[src/hw/fabric_defs.svh]
`ifndef FABRIC_DEFS_SVH
`define FABRIC_DEFS_SVH

// ==============================
// buffering
// ==============================

// entries in every input and output FIFO
`define FABRIC_FIFO_DEPTH 4

// ==============================
// router geometry
// ==============================

// north, east, south, west and local
// port index matches the cardinal value
`define FABRIC_NUM_PORTS 5

// ==============================
// address layout
// ==============================

// destination tile id sits in the top byte of the address
// column in the upper nibble, row in the lower nibble
`define FABRIC_TILE_MSB 31
`define FABRIC_TILE_LSB 24

`endif

[src/hw/fabric_pkg.sv]
package fabric_pkg;

    // ==============================
    // mesh addressing
    // ==============================

    // direction of travel out of a tile
    // the value doubles as the router port index
    typedef enum logic [2:0] {
        NORTH         = 3'd0,
        EAST          = 3'd1,
        SOUTH         = 3'd2,
        WEST          = 3'd3,
        LOCAL         = 3'd4,
        NULL_CARDINAL = 3'd7
    } t_cardinal;

    // row grows southward, column grows eastward
    typedef struct packed {
        logic [3:0] col;
        logic [3:0] row;
    } t_tile_id;

    // one request as issued by a core
    typedef struct packed {
        logic [31:0] address;
        logic [31:0] data;
    } t_req;

endpackage

[src/hw/router_pkg.sv]
package router_pkg;

    // ==============================
    // link level flit
    // ==============================

    // a request on the wire between two tiles
    // route is the output the receiving tile must take,
    // already computed one hop earlier
    typedef struct packed {
        fabric_pkg::t_req      req;
        fabric_pkg::t_cardinal route;
    } t_link_flit;

    // 64 bit request plus 3 bit route
    localparam int LINK_FLIT_W = $bits(t_link_flit);

    // ready/valid convention on every link
    // transfer happens when both are high at a rising edge
    // payload is held stable while valid waits for ready

endpackage

[src/hw/flit_fifo.sv]
`timescale 1ns/100ps
`include "fabric_defs.svh"

module flit_fifo #(
    parameter type PAYLOAD_T = logic,
    parameter int  DEPTH     = `FABRIC_FIFO_DEPTH
) (
    input  logic     clk,
    input  logic     rst,
    input  logic     in_valid,
    output logic     in_ready,
    input  PAYLOAD_T in_data,
    output logic     out_valid,
    input  logic     out_ready,
    output PAYLOAD_T out_data
);

    localparam int PTR_W = (DEPTH > 1) ? $clog2(DEPTH) : 1;
    localparam int CNT_W = $clog2(DEPTH + 1);

    PAYLOAD_T         mem [DEPTH];
    logic [PTR_W-1:0] wr_ptr;
    logic [PTR_W-1:0] rd_ptr;
    logic [CNT_W-1:0] count;
    logic [CNT_W-1:0] count_next;
    logic             wr_en;
    logic             rd_en;

    // full is the only thing that blocks a write
    assign in_ready = (count != CNT_W'(DEPTH));
    assign wr_en    = in_valid && in_ready;
    assign rd_en    = out_valid && out_ready;
    // head is read straight from the array
    assign out_data = mem[rd_ptr];

    always_comb begin
        count_next = count;
        if (wr_en && !rd_en) begin
            count_next = count + 1'b1;
        end else if (rd_en && !wr_en) begin
            count_next = count - 1'b1;
        end
    end

    always_ff @(posedge clk) begin
        if (rst) begin
            wr_ptr    <= '0;
            rd_ptr    <= '0;
            count     <= '0;
            out_valid <= 1'b0;
        end else begin
            if (wr_en) begin
                wr_ptr <= (wr_ptr == PTR_W'(DEPTH - 1)) ? '0 : wr_ptr + 1'b1;
            end
            if (rd_en) begin
                rd_ptr <= (rd_ptr == PTR_W'(DEPTH - 1)) ? '0 : rd_ptr + 1'b1;
            end
            count <= count_next;
            // valid comes from a flop, a fresh entry shows one edge after its write
            out_valid <= (count_next != '0);
        end
    end

    always_ff @(posedge clk) begin
        if (wr_en) begin
            mem[wr_ptr] <= in_data;
        end
    end

    // a write never lands on an entry still waiting to be read
    a_no_write_full: assert property (@(posedge clk) disable iff (rst)
        wr_en && (count != '0) |-> (wr_ptr != rd_ptr))
        else $error("flit_fifo: write over an unread entry");

    // a read only takes a slot that holds an entry
    a_no_read_empty: assert property (@(posedge clk) disable iff (rst)
        rd_en |-> (count == CNT_W'(DEPTH)) || (rd_ptr != wr_ptr))
        else $error("flit_fifo: read from empty buffer");

endmodule

[src/hw/input_stage.sv]
`timescale 1ns/100ps
`include "fabric_defs.svh"

module input_stage (
    input  logic                                          clk,
    input  logic                                          rst,
    input  logic                  [`FABRIC_NUM_PORTS-1:0] in_valid,
    output logic                  [`FABRIC_NUM_PORTS-1:0] in_ready,
    input  router_pkg::t_link_flit [`FABRIC_NUM_PORTS-1:0] in_flit,
    input  fabric_pkg::t_cardinal                          local_route,
    output logic                  [`FABRIC_NUM_PORTS-1:0] head_valid,
    output router_pkg::t_link_flit [`FABRIC_NUM_PORTS-1:0] head_flit,
    output fabric_pkg::t_cardinal [`FABRIC_NUM_PORTS-1:0] head_route,
    input  logic                  [`FABRIC_NUM_PORTS-1:0] pop
);

    for (genvar i = 0; i < `FABRIC_NUM_PORTS; i++) begin : g_port
        router_pkg::t_link_flit fifo_flit;
        logic                   fifo_valid;
        logic                   discard;

        flit_fifo #(.PAYLOAD_T(router_pkg::t_link_flit)) in_fifo_inst (
            .clk       (clk),
            .rst       (rst),
            .in_valid  (in_valid[i]),
            .in_ready  (in_ready[i]),
            .in_data   (in_flit[i]),
            .out_valid (fifo_valid),
            .out_ready (pop[i] || discard),
            .out_data  (fifo_flit)
        );

        if (i == int'(fabric_pkg::LOCAL)) begin : g_local
            // injected flits carry no route, the local route unit supplies it
            assign discard       = 1'b0;
            assign head_route[i] = local_route;
        end else begin : g_link
            // null route means drop, popped on the next edge
            assign discard       = fifo_valid && (fifo_flit.route == fabric_pkg::NULL_CARDINAL);
            assign head_route[i] = fifo_flit.route;
        end

        // dropped heads are never shown to routing or arbitration
        assign head_valid[i] = fifo_valid && !discard;
        assign head_flit[i]  = fifo_flit;

        // the arbiter only pops what this stage offered
        a_pop_valid: assert property (@(posedge clk) disable iff (rst)
            pop[i] |-> head_valid[i])
            else $error("input_stage: pop on port %0d without a valid head", i);
    end

endmodule

[src/hw/next_tile_route.sv]
`timescale 1ns/100ps
`include "fabric_defs.svh"

module next_tile_route #(
    parameter fabric_pkg::t_cardinal NEXT_TILE_CARDINAL = fabric_pkg::NULL_CARDINAL
) (
    input  logic                                         clk,
    input  fabric_pkg::t_tile_id                         local_tile_id,
    input  logic                 [`FABRIC_NUM_PORTS-1:0] req_valid,
    input  logic                 [`FABRIC_NUM_PORTS-1:0][7:0] req_address,
    output fabric_pkg::t_cardinal [`FABRIC_NUM_PORTS-1:0] next_route
);

    fabric_pkg::t_tile_id next_tile_id;

    // dimension ordered choice made at tile here for destination dest
    // row first, then column, then delivery
    function automatic fabric_pkg::t_cardinal dor_route(
        input fabric_pkg::t_tile_id here,
        input fabric_pkg::t_tile_id dest
    );
        if (dest.row < here.row) begin
            return fabric_pkg::NORTH;
        end else if (dest.row > here.row) begin
            return fabric_pkg::SOUTH;
        end else if (dest.col < here.col) begin
            return fabric_pkg::WEST;
        end else if (dest.col > here.col) begin
            return fabric_pkg::EAST;
        end
        return fabric_pkg::LOCAL;
    endfunction

    // ==============================
    // neighbor id
    // ==============================
    // no wrap at the mesh edge
    if (NEXT_TILE_CARDINAL == fabric_pkg::NORTH) begin : g_north
        assign next_tile_id.col = local_tile_id.col;
        assign next_tile_id.row = local_tile_id.row - 4'd1;
    end else if (NEXT_TILE_CARDINAL == fabric_pkg::SOUTH) begin : g_south
        assign next_tile_id.col = local_tile_id.col;
        assign next_tile_id.row = local_tile_id.row + 4'd1;
    end else if (NEXT_TILE_CARDINAL == fabric_pkg::EAST) begin : g_east
        assign next_tile_id.col = local_tile_id.col + 4'd1;
        assign next_tile_id.row = local_tile_id.row;
    end else if (NEXT_TILE_CARDINAL == fabric_pkg::WEST) begin : g_west
        assign next_tile_id.col = local_tile_id.col - 4'd1;
        assign next_tile_id.row = local_tile_id.row;
    end else begin : g_self
        // local instance routes for this very tile
        assign next_tile_id = local_tile_id;
    end

    // ==============================
    // route at the neighbor
    // ==============================
    always_comb begin
        for (int i = 0; i < `FABRIC_NUM_PORTS; i++) begin
            if (req_valid[i]) begin
                next_route[i] = dor_route(next_tile_id, fabric_pkg::t_tile_id'(req_address[i]));
            end else begin
                next_route[i] = fabric_pkg::NULL_CARDINAL;
            end
        end
    end

    // a head that leaves toward this neighbor must not be sent straight back
    if (NEXT_TILE_CARDINAL <= fabric_pkg::WEST) begin : g_no_turn_back
        localparam fabric_pkg::t_cardinal BACK =
            fabric_pkg::t_cardinal'((int'(NEXT_TILE_CARDINAL) + 2) % 4);
        for (genvar i = 0; i < `FABRIC_NUM_PORTS; i++) begin : g_head
            a_no_turn_back: assert property (@(posedge clk)
                req_valid[i] &&
                (dor_route(local_tile_id, fabric_pkg::t_tile_id'(req_address[i])) ==
                 NEXT_TILE_CARDINAL)
                |-> (next_route[i] != BACK))
                else $error("next_tile_route: head %0d turned back toward this tile", i);
        end
    end

endmodule

[src/hw/output_arbiter.sv]
`timescale 1ns/100ps
`include "fabric_defs.svh"

module output_arbiter (
    input  logic                                          clk,
    input  logic                                          rst,
    input  logic                  [`FABRIC_NUM_PORTS-1:0] head_valid,
    input  router_pkg::t_link_flit [`FABRIC_NUM_PORTS-1:0] head_flit,
    input  fabric_pkg::t_cardinal [`FABRIC_NUM_PORTS-1:0] head_route,
    input  fabric_pkg::t_cardinal [`FABRIC_NUM_PORTS-1:0][`FABRIC_NUM_PORTS-1:0] next_route,
    output logic                  [`FABRIC_NUM_PORTS-1:0] pop,
    output logic                  [`FABRIC_NUM_PORTS-1:0] out_valid,
    input  logic                  [`FABRIC_NUM_PORTS-1:0] out_ready,
    output router_pkg::t_link_flit [`FABRIC_NUM_PORTS-1:0] out_flit
);

    localparam int N     = `FABRIC_NUM_PORTS;
    localparam int IDX_W = $clog2(N);

    // indexed by output, then by input
    logic [N-1:0][N-1:0]   grant;
    // indexed by input, then by output
    logic [N-1:0][N-1:0]   grant_t;
    logic [N-1:0][IDX_W-1:0] win_idx;
    logic [N-1:0][IDX_W-1:0] rr_ptr;
    logic [N-1:0]          out_space;
    logic [N-1:0]          wr_valid;

    // ==============================
    // round robin pick
    // ==============================
    always_comb begin
        int   idx;
        logic found;
        for (int k = 0; k < N; k++) begin
            grant[k]   = '0;
            win_idx[k] = '0;
            found      = 1'b0;
            // scan from the pointer, first requester wins
            for (int n = 0; n < N; n++) begin
                idx = (int'(rr_ptr[k]) + n) % N;
                if (!found && out_space[k] && head_valid[idx] &&
                    (head_route[idx] == fabric_pkg::t_cardinal'(k))) begin
                    grant[k][idx] = 1'b1;
                    win_idx[k]    = IDX_W'(idx);
                    found         = 1'b1;
                end
            end
        end
    end

    always_comb begin
        for (int i = 0; i < N; i++) begin
            for (int k = 0; k < N; k++) begin
                grant_t[i][k] = grant[k][i];
            end
        end
    end

    // pointer moves one past the last winner
    always_ff @(posedge clk) begin
        if (rst) begin
            rr_ptr <= '0;
        end else begin
            for (int k = 0; k < N; k++) begin
                if (wr_valid[k]) begin
                    rr_ptr[k] <= (win_idx[k] == IDX_W'(N - 1)) ? '0 : win_idx[k] + 1'b1;
                end
            end
        end
    end

    // ==============================
    // output buffers
    // ==============================
    for (genvar k = 0; k < N; k++) begin : g_out
        router_pkg::t_link_flit wr_flit;

        assign wr_valid[k] = |grant[k];

        // swap in the route the neighbor in direction k will need
        always_comb begin
            wr_flit       = head_flit[win_idx[k]];
            wr_flit.route = next_route[k][win_idx[k]];
        end

        flit_fifo #(.PAYLOAD_T(router_pkg::t_link_flit)) out_fifo_inst (
            .clk       (clk),
            .rst       (rst),
            .in_valid  (wr_valid[k]),
            .in_ready  (out_space[k]),
            .in_data   (wr_flit),
            .out_valid (out_valid[k]),
            .out_ready (out_ready[k]),
            .out_data  (out_flit[k])
        );

        a_grant_onehot: assert property (@(posedge clk) disable iff (rst)
            $onehot0(grant[k]))
            else $error("output_arbiter: several grants on output %0d", k);
    end

    for (genvar i = 0; i < N; i++) begin : g_in
        // a head is popped once its output FIFO took it
        assign pop[i] = |grant_t[i];

        a_input_single: assert property (@(posedge clk) disable iff (rst)
            $onehot0(grant_t[i]))
            else $error("output_arbiter: input %0d granted to several outputs", i);
    end

endmodule

[src/hw/mesh_router.sv]
`timescale 1ns/100ps
`include "fabric_defs.svh"

module mesh_router (
    input  logic                                          clk,
    input  logic                                          rst,
    input  fabric_pkg::t_tile_id                          local_tile_id,
    input  logic                  [`FABRIC_NUM_PORTS-1:0] in_valid,
    output logic                  [`FABRIC_NUM_PORTS-1:0] in_ready,
    input  router_pkg::t_link_flit [`FABRIC_NUM_PORTS-1:0] in_flit,
    output logic                  [`FABRIC_NUM_PORTS-1:0] out_valid,
    input  logic                  [`FABRIC_NUM_PORTS-1:0] out_ready,
    output router_pkg::t_link_flit [`FABRIC_NUM_PORTS-1:0] out_flit
);

    localparam int N = `FABRIC_NUM_PORTS;

    logic                   [N-1:0]         head_valid;
    router_pkg::t_link_flit [N-1:0]         head_flit;
    fabric_pkg::t_cardinal  [N-1:0]         head_route;
    logic                   [N-1:0]         pop;
    logic                   [N-1:0][7:0]    head_address;
    // indexed by output direction, then by input
    fabric_pkg::t_cardinal  [N-1:0][N-1:0]  next_route;

    input_stage input_stage_inst (
        .clk         (clk),
        .rst         (rst),
        .in_valid    (in_valid),
        .in_ready    (in_ready),
        .in_flit     (in_flit),
        // local head is routed here by the LOCAL unit
        .local_route (next_route[fabric_pkg::LOCAL][fabric_pkg::LOCAL]),
        .head_valid  (head_valid),
        .head_flit   (head_flit),
        .head_route  (head_route),
        .pop         (pop)
    );

    // ==============================
    // lookahead route units
    // ==============================
    for (genvar k = 0; k < N; k++) begin : g_route
        // destination tile field of each head
        assign head_address[k] = head_flit[k].req.address[`FABRIC_TILE_MSB:`FABRIC_TILE_LSB];

        next_tile_route #(.NEXT_TILE_CARDINAL(fabric_pkg::t_cardinal'(k))) route_inst (
            .clk           (clk),
            .local_tile_id (local_tile_id),
            .req_valid     (head_valid),
            .req_address   (head_address),
            .next_route    (next_route[k])
        );
    end

    output_arbiter output_arbiter_inst (
        .clk        (clk),
        .rst        (rst),
        .head_valid (head_valid),
        .head_flit  (head_flit),
        .head_route (head_route),
        .next_route (next_route),
        .pop        (pop),
        .out_valid  (out_valid),
        .out_ready  (out_ready),
        .out_flit   (out_flit)
    );

endmodule

[config.mk]
export PLATFORM = sky130hd
export DESIGN_NAME = mesh_router
export DESIGN_NICKNAME = d
export VERILOG_FILES = /design/src/hw/fabric_pkg.sv /design/src/hw/router_pkg.sv /design/src/hw/flit_fifo.sv /design/src/hw/input_stage.sv /design/src/hw/next_tile_route.sv /design/src/hw/output_arbiter.sv /design/src/hw/mesh_router.sv
export VERILOG_INCLUDE_DIRS = /design/src /design/src/hw
export SDC_FILE = /design/constraint.sdc
export NUM_CORES = 2
export LEC_CHECK = 0
export BUFFER_PORTS_ARGS = -buffer_cell sky130_fd_sc_hd__buf_2
export CAP_MARGIN = 20
export CORE_UTILIZATION = 41
export CTS_CLUSTER_DIAMETER = 200
export DETAILED_ROUTE_END_ITERATION = 6
export PLACE_DENSITY = 0.59
export SYNTH_ARGS = -nofsm -noshare
export SYNTH_HDL_FRONTEND = slang
export SYNTH_HIERARCHICAL = 1
export SYNTH_SLANG_ARGS = --single-unit
[constraint.sdc]
create_clock -name clk -period 8.05 [get_ports clk]
set_input_delay 0.4025 -clock clk [delete_from_list [all_inputs] [get_ports clk]]
set_output_delay 0.4025 -clock clk [all_outputs]
set_load 0.005 [all_outputs]
==> summary.txt <==
Place
  – Placed Cells incl. Taps: ~13000
  – Final RePlAce weighted congestion: 0.941
  – Post-place setup slack: between 600 and 700 ps
  – HPWL Detailed: between 300000 and 400000 um
  – Count of input and output buffers: just under 700
  – Placed instance area: between 100000 and 150000 um2

Die
  – Overall die area: around 330000 um2
  – I/O pin count: 700
  – Horizontal die dimension: roughly 570 um
  – Die extent in y: about 570 um
  – Initial Utilization: around two fifths
  – Placeable core region: around 320000 um2
  – Site Rows: 209

Synth
  – Synthesized area per cell: between 15 and 20 um2
  – Net count of the mapped netlist: 9202
  – Combined area of all synthesized cells: ~130000 um2
  – Yosys warns: 6
  – Synthesized instance count: 8436

Clocking
  – Count of buffers added by post-CTS timing repair for setup: 0
  – Clock latency of the later-clocked register in the worst-skew pair: 940 ps
  – Number of H-tree branching levels: 5
  – Clock tree from TritonCTS: done
  – Clock transition at path regs: roughly 60 ps
  – # resized after CTS: 0
  – Quantity of hold-fixing buffers added after cts: 341
  – TritonCTS Sinks: around 2800
  – Number of buffers between clock root and the deepest sink: 4
  – Root cell of the clock tree: clkbuf_16
  – Num CTS Buffers: between 300 and 400

STA
  – Final Max Slew Viols: 0
  – Total count of hold-check failures in the final report: 0
  – Crit path setup slack, layout: ~640 ps
  – Total negative slack for setup checks: 0 ps
  – Number of setup violations in the final report: 0
  – FMAX: roughly 130 MHz
  – RSZ-0062 raised after global routing: no
  – Post-layout min period: between 7000 and 8000 ps
  – Least-Margin Pin Slew: between 1000 and 1500 ps
  – Fin Clk Skew: between 90 and 100 ps
  – Ratio of final minimum period to clock period: ~92%
  – Slew Limit Headroom: approximately 22%

Routing
  – Number of remaining DRC errors: approximately 160
  – Total wirelength of the detailed-routed design: ~460000 um
  – Vias: 88764
  – First-pass detailed-route iteration total: 7
  – Mean routed wirelength per cell: 32.5 um
  – Vias/cell: between 6 and 7
  – Routed Antenna Nets: 0
  – Number of design-rule violations left by the first detailed-router iteration: roughly 13000

Status
  – Status: complete, but fails checks
  – Violations in the final reports: DRC

Global route
  – Maximum number of pins on one net before global-route repair: 75
  – Vias in the first global route: roughly 84000
  – Remaining Overflow, GRT: 0
  – Overall Global Routing Usage: 27.4%
  – Global-route wire length before repair: approximately 640000 um
  – Number of antenna violations at the first check in global routing: about 180

Critical path
  – Setup slack of the most critical reg-to-reg path: approximately 640 ps
  – Kind of start point of the critical path: flip-flop
  – Kind of critical path: flip-flop to flip-flop
  – Arrival time of data at the critical path endpoint: ~8000 ps
  – Length in cells of the worst reg-to-reg path: 24
  – CP max FO: 21
  – Required @ worst endpoint: about 8600 ps
  – Element type at the critical path end: flip-flop

Min path
  – Path category of the worst min-delay check: input pin to flip-flop
  – Count of cells along the worst hold path: 4

Power
  – Peak supply drop: between 0.8 and 0.9 mV
  – Cell leakage power: approximately 56 nW
  – Pwr dens: roughly 510 nW/um2

Finish
  – Layout fillers: roughly 27000
  – Final cell count without fillers: around 14000
  – Layout net count: between 10000 and 15000
  – Cell area after layout: 157000 um2
  – Area delta synth->final: 17.4%
  – Share of final-layout standard cells stronger than drive strength 1: ~24%

Job
  – Max-cap check violation count: 0
sequential cells by signal, indices dropped and copies added (netlist names), named ones only:
signal / cells
input_stage_inst/g_port.in_fifo_inst/count: 15
input_stage_inst/g_port.in_fifo_inst/mem: 1328
input_stage_inst/g_port.in_fifo_inst/out_valid: 5
input_stage_inst/g_port.in_fifo_inst/rd_ptr: 10
input_stage_inst/g_port.in_fifo_inst/wr_ptr: 10
output_arbiter_inst/g_out.out_fifo_inst/count: 15
output_arbiter_inst/g_out.out_fifo_inst/mem: 1340
output_arbiter_inst/g_out.out_fifo_inst/out_valid: 5
output_arbiter_inst/g_out.out_fifo_inst/rd_ptr: 10
output_arbiter_inst/g_out.out_fifo_inst/wr_ptr: 10
output_arbiter_inst/rr_ptr: 15
cell type report:
cell class              count  area [um2]  area share (%)
diodes                     77         193           0.123
clock buffers             373        8020            5.11
clock inverters           178        1870            1.19
inverters                 270        1020           0.649
multi-input cells        4891       47700            30.4
flip-flops and latches   2783       82500            52.6
well taps                4325        5410            3.45
repair buffers           1386       10200            6.48
path summary, 6_finish.rpt:
path / startpoint / end
hold reg to reg: flip-flop / flip-flop
setup reg to reg: output_arbiter_inst/rr_ptr[4] / flip-flop
setup / recovery: output_arbiter_inst/rr_ptr[4] / flip-flop
hold / removal: in_valid[3] / flip-flop
layout by cell type, fill, tap and decap left out, types with 115 or more instances in the layout:
| cell type | count |
|---|---|
| o21ai_0 | 115 |
| mux2i_1 | 691 |
| edfxtp_1 | 2668 |
| mux4_2 | 670 |
| buf_4 | 297 |
| nor2_1 | 328 |
| inv_1 | 260 |
| clkbuf_16 | 310 |
| ha_1 | 410 |
| buf_2 | 695 |
| nand2_1 | 434 |
| dlygate4sd3_1 | 341 |
| a21oi_1 | 317 |
| o221ai_1 | 152 |
routing by layer:
layer | wire [um] | share of wire (%) | GRT usage [%]
met1 | 205000 | 44 | 42.6
met2 | 185000 | 40 | 36.7
met3 | 60600 | 13 | 8.04
met4 | 13500 | 2.9 | 7.61
met5 | 685 | 0.15 | 0
power by group:
group / internal [mW] / switching [mW] / total [mW]
clock network: 7.94 / 5.86 / 13.8
logic: 13.3 / 28.0 / 41.3
registers: 23.7 / 0.815 / 24.5
total: 44.9 / 34.7 / 79.6
critical path, cell delays in order (launching register included):
cell,delay (ps)
dfxtp_1,310
inv_1,240
ha_1,230
inv_1,90
ha_1,480
inv_1,140
ha_1,230
nor3_1,180
nor2_1,100
xnor2_1,400
ha_1,250
nand2b_1,180
o2111ai_1,190
o21ai_1,190
mux2i_1,550
a211oi_1,120
o211ai_1,420
or4b_1,660
or2_1,370
o311ai_4,300
nor4_2,150
inv_1,150
a21boi_4,260
and2_4,470
buf_4,410
per-stage QoR:
step           util, %  power, mW  hold WS (ps)
3_3_place_gp      44.2       63.5           454
3_5_place_dp      44.2       64.7           463
6_report          48.4       79.6          71.3
2_1_floorplan        -       47.2           454
5_1_grt           48.4       82.0           108
4_1_cts           48.3       78.7          24.6
No activity file was read; power rests on OpenSTA's default activity.
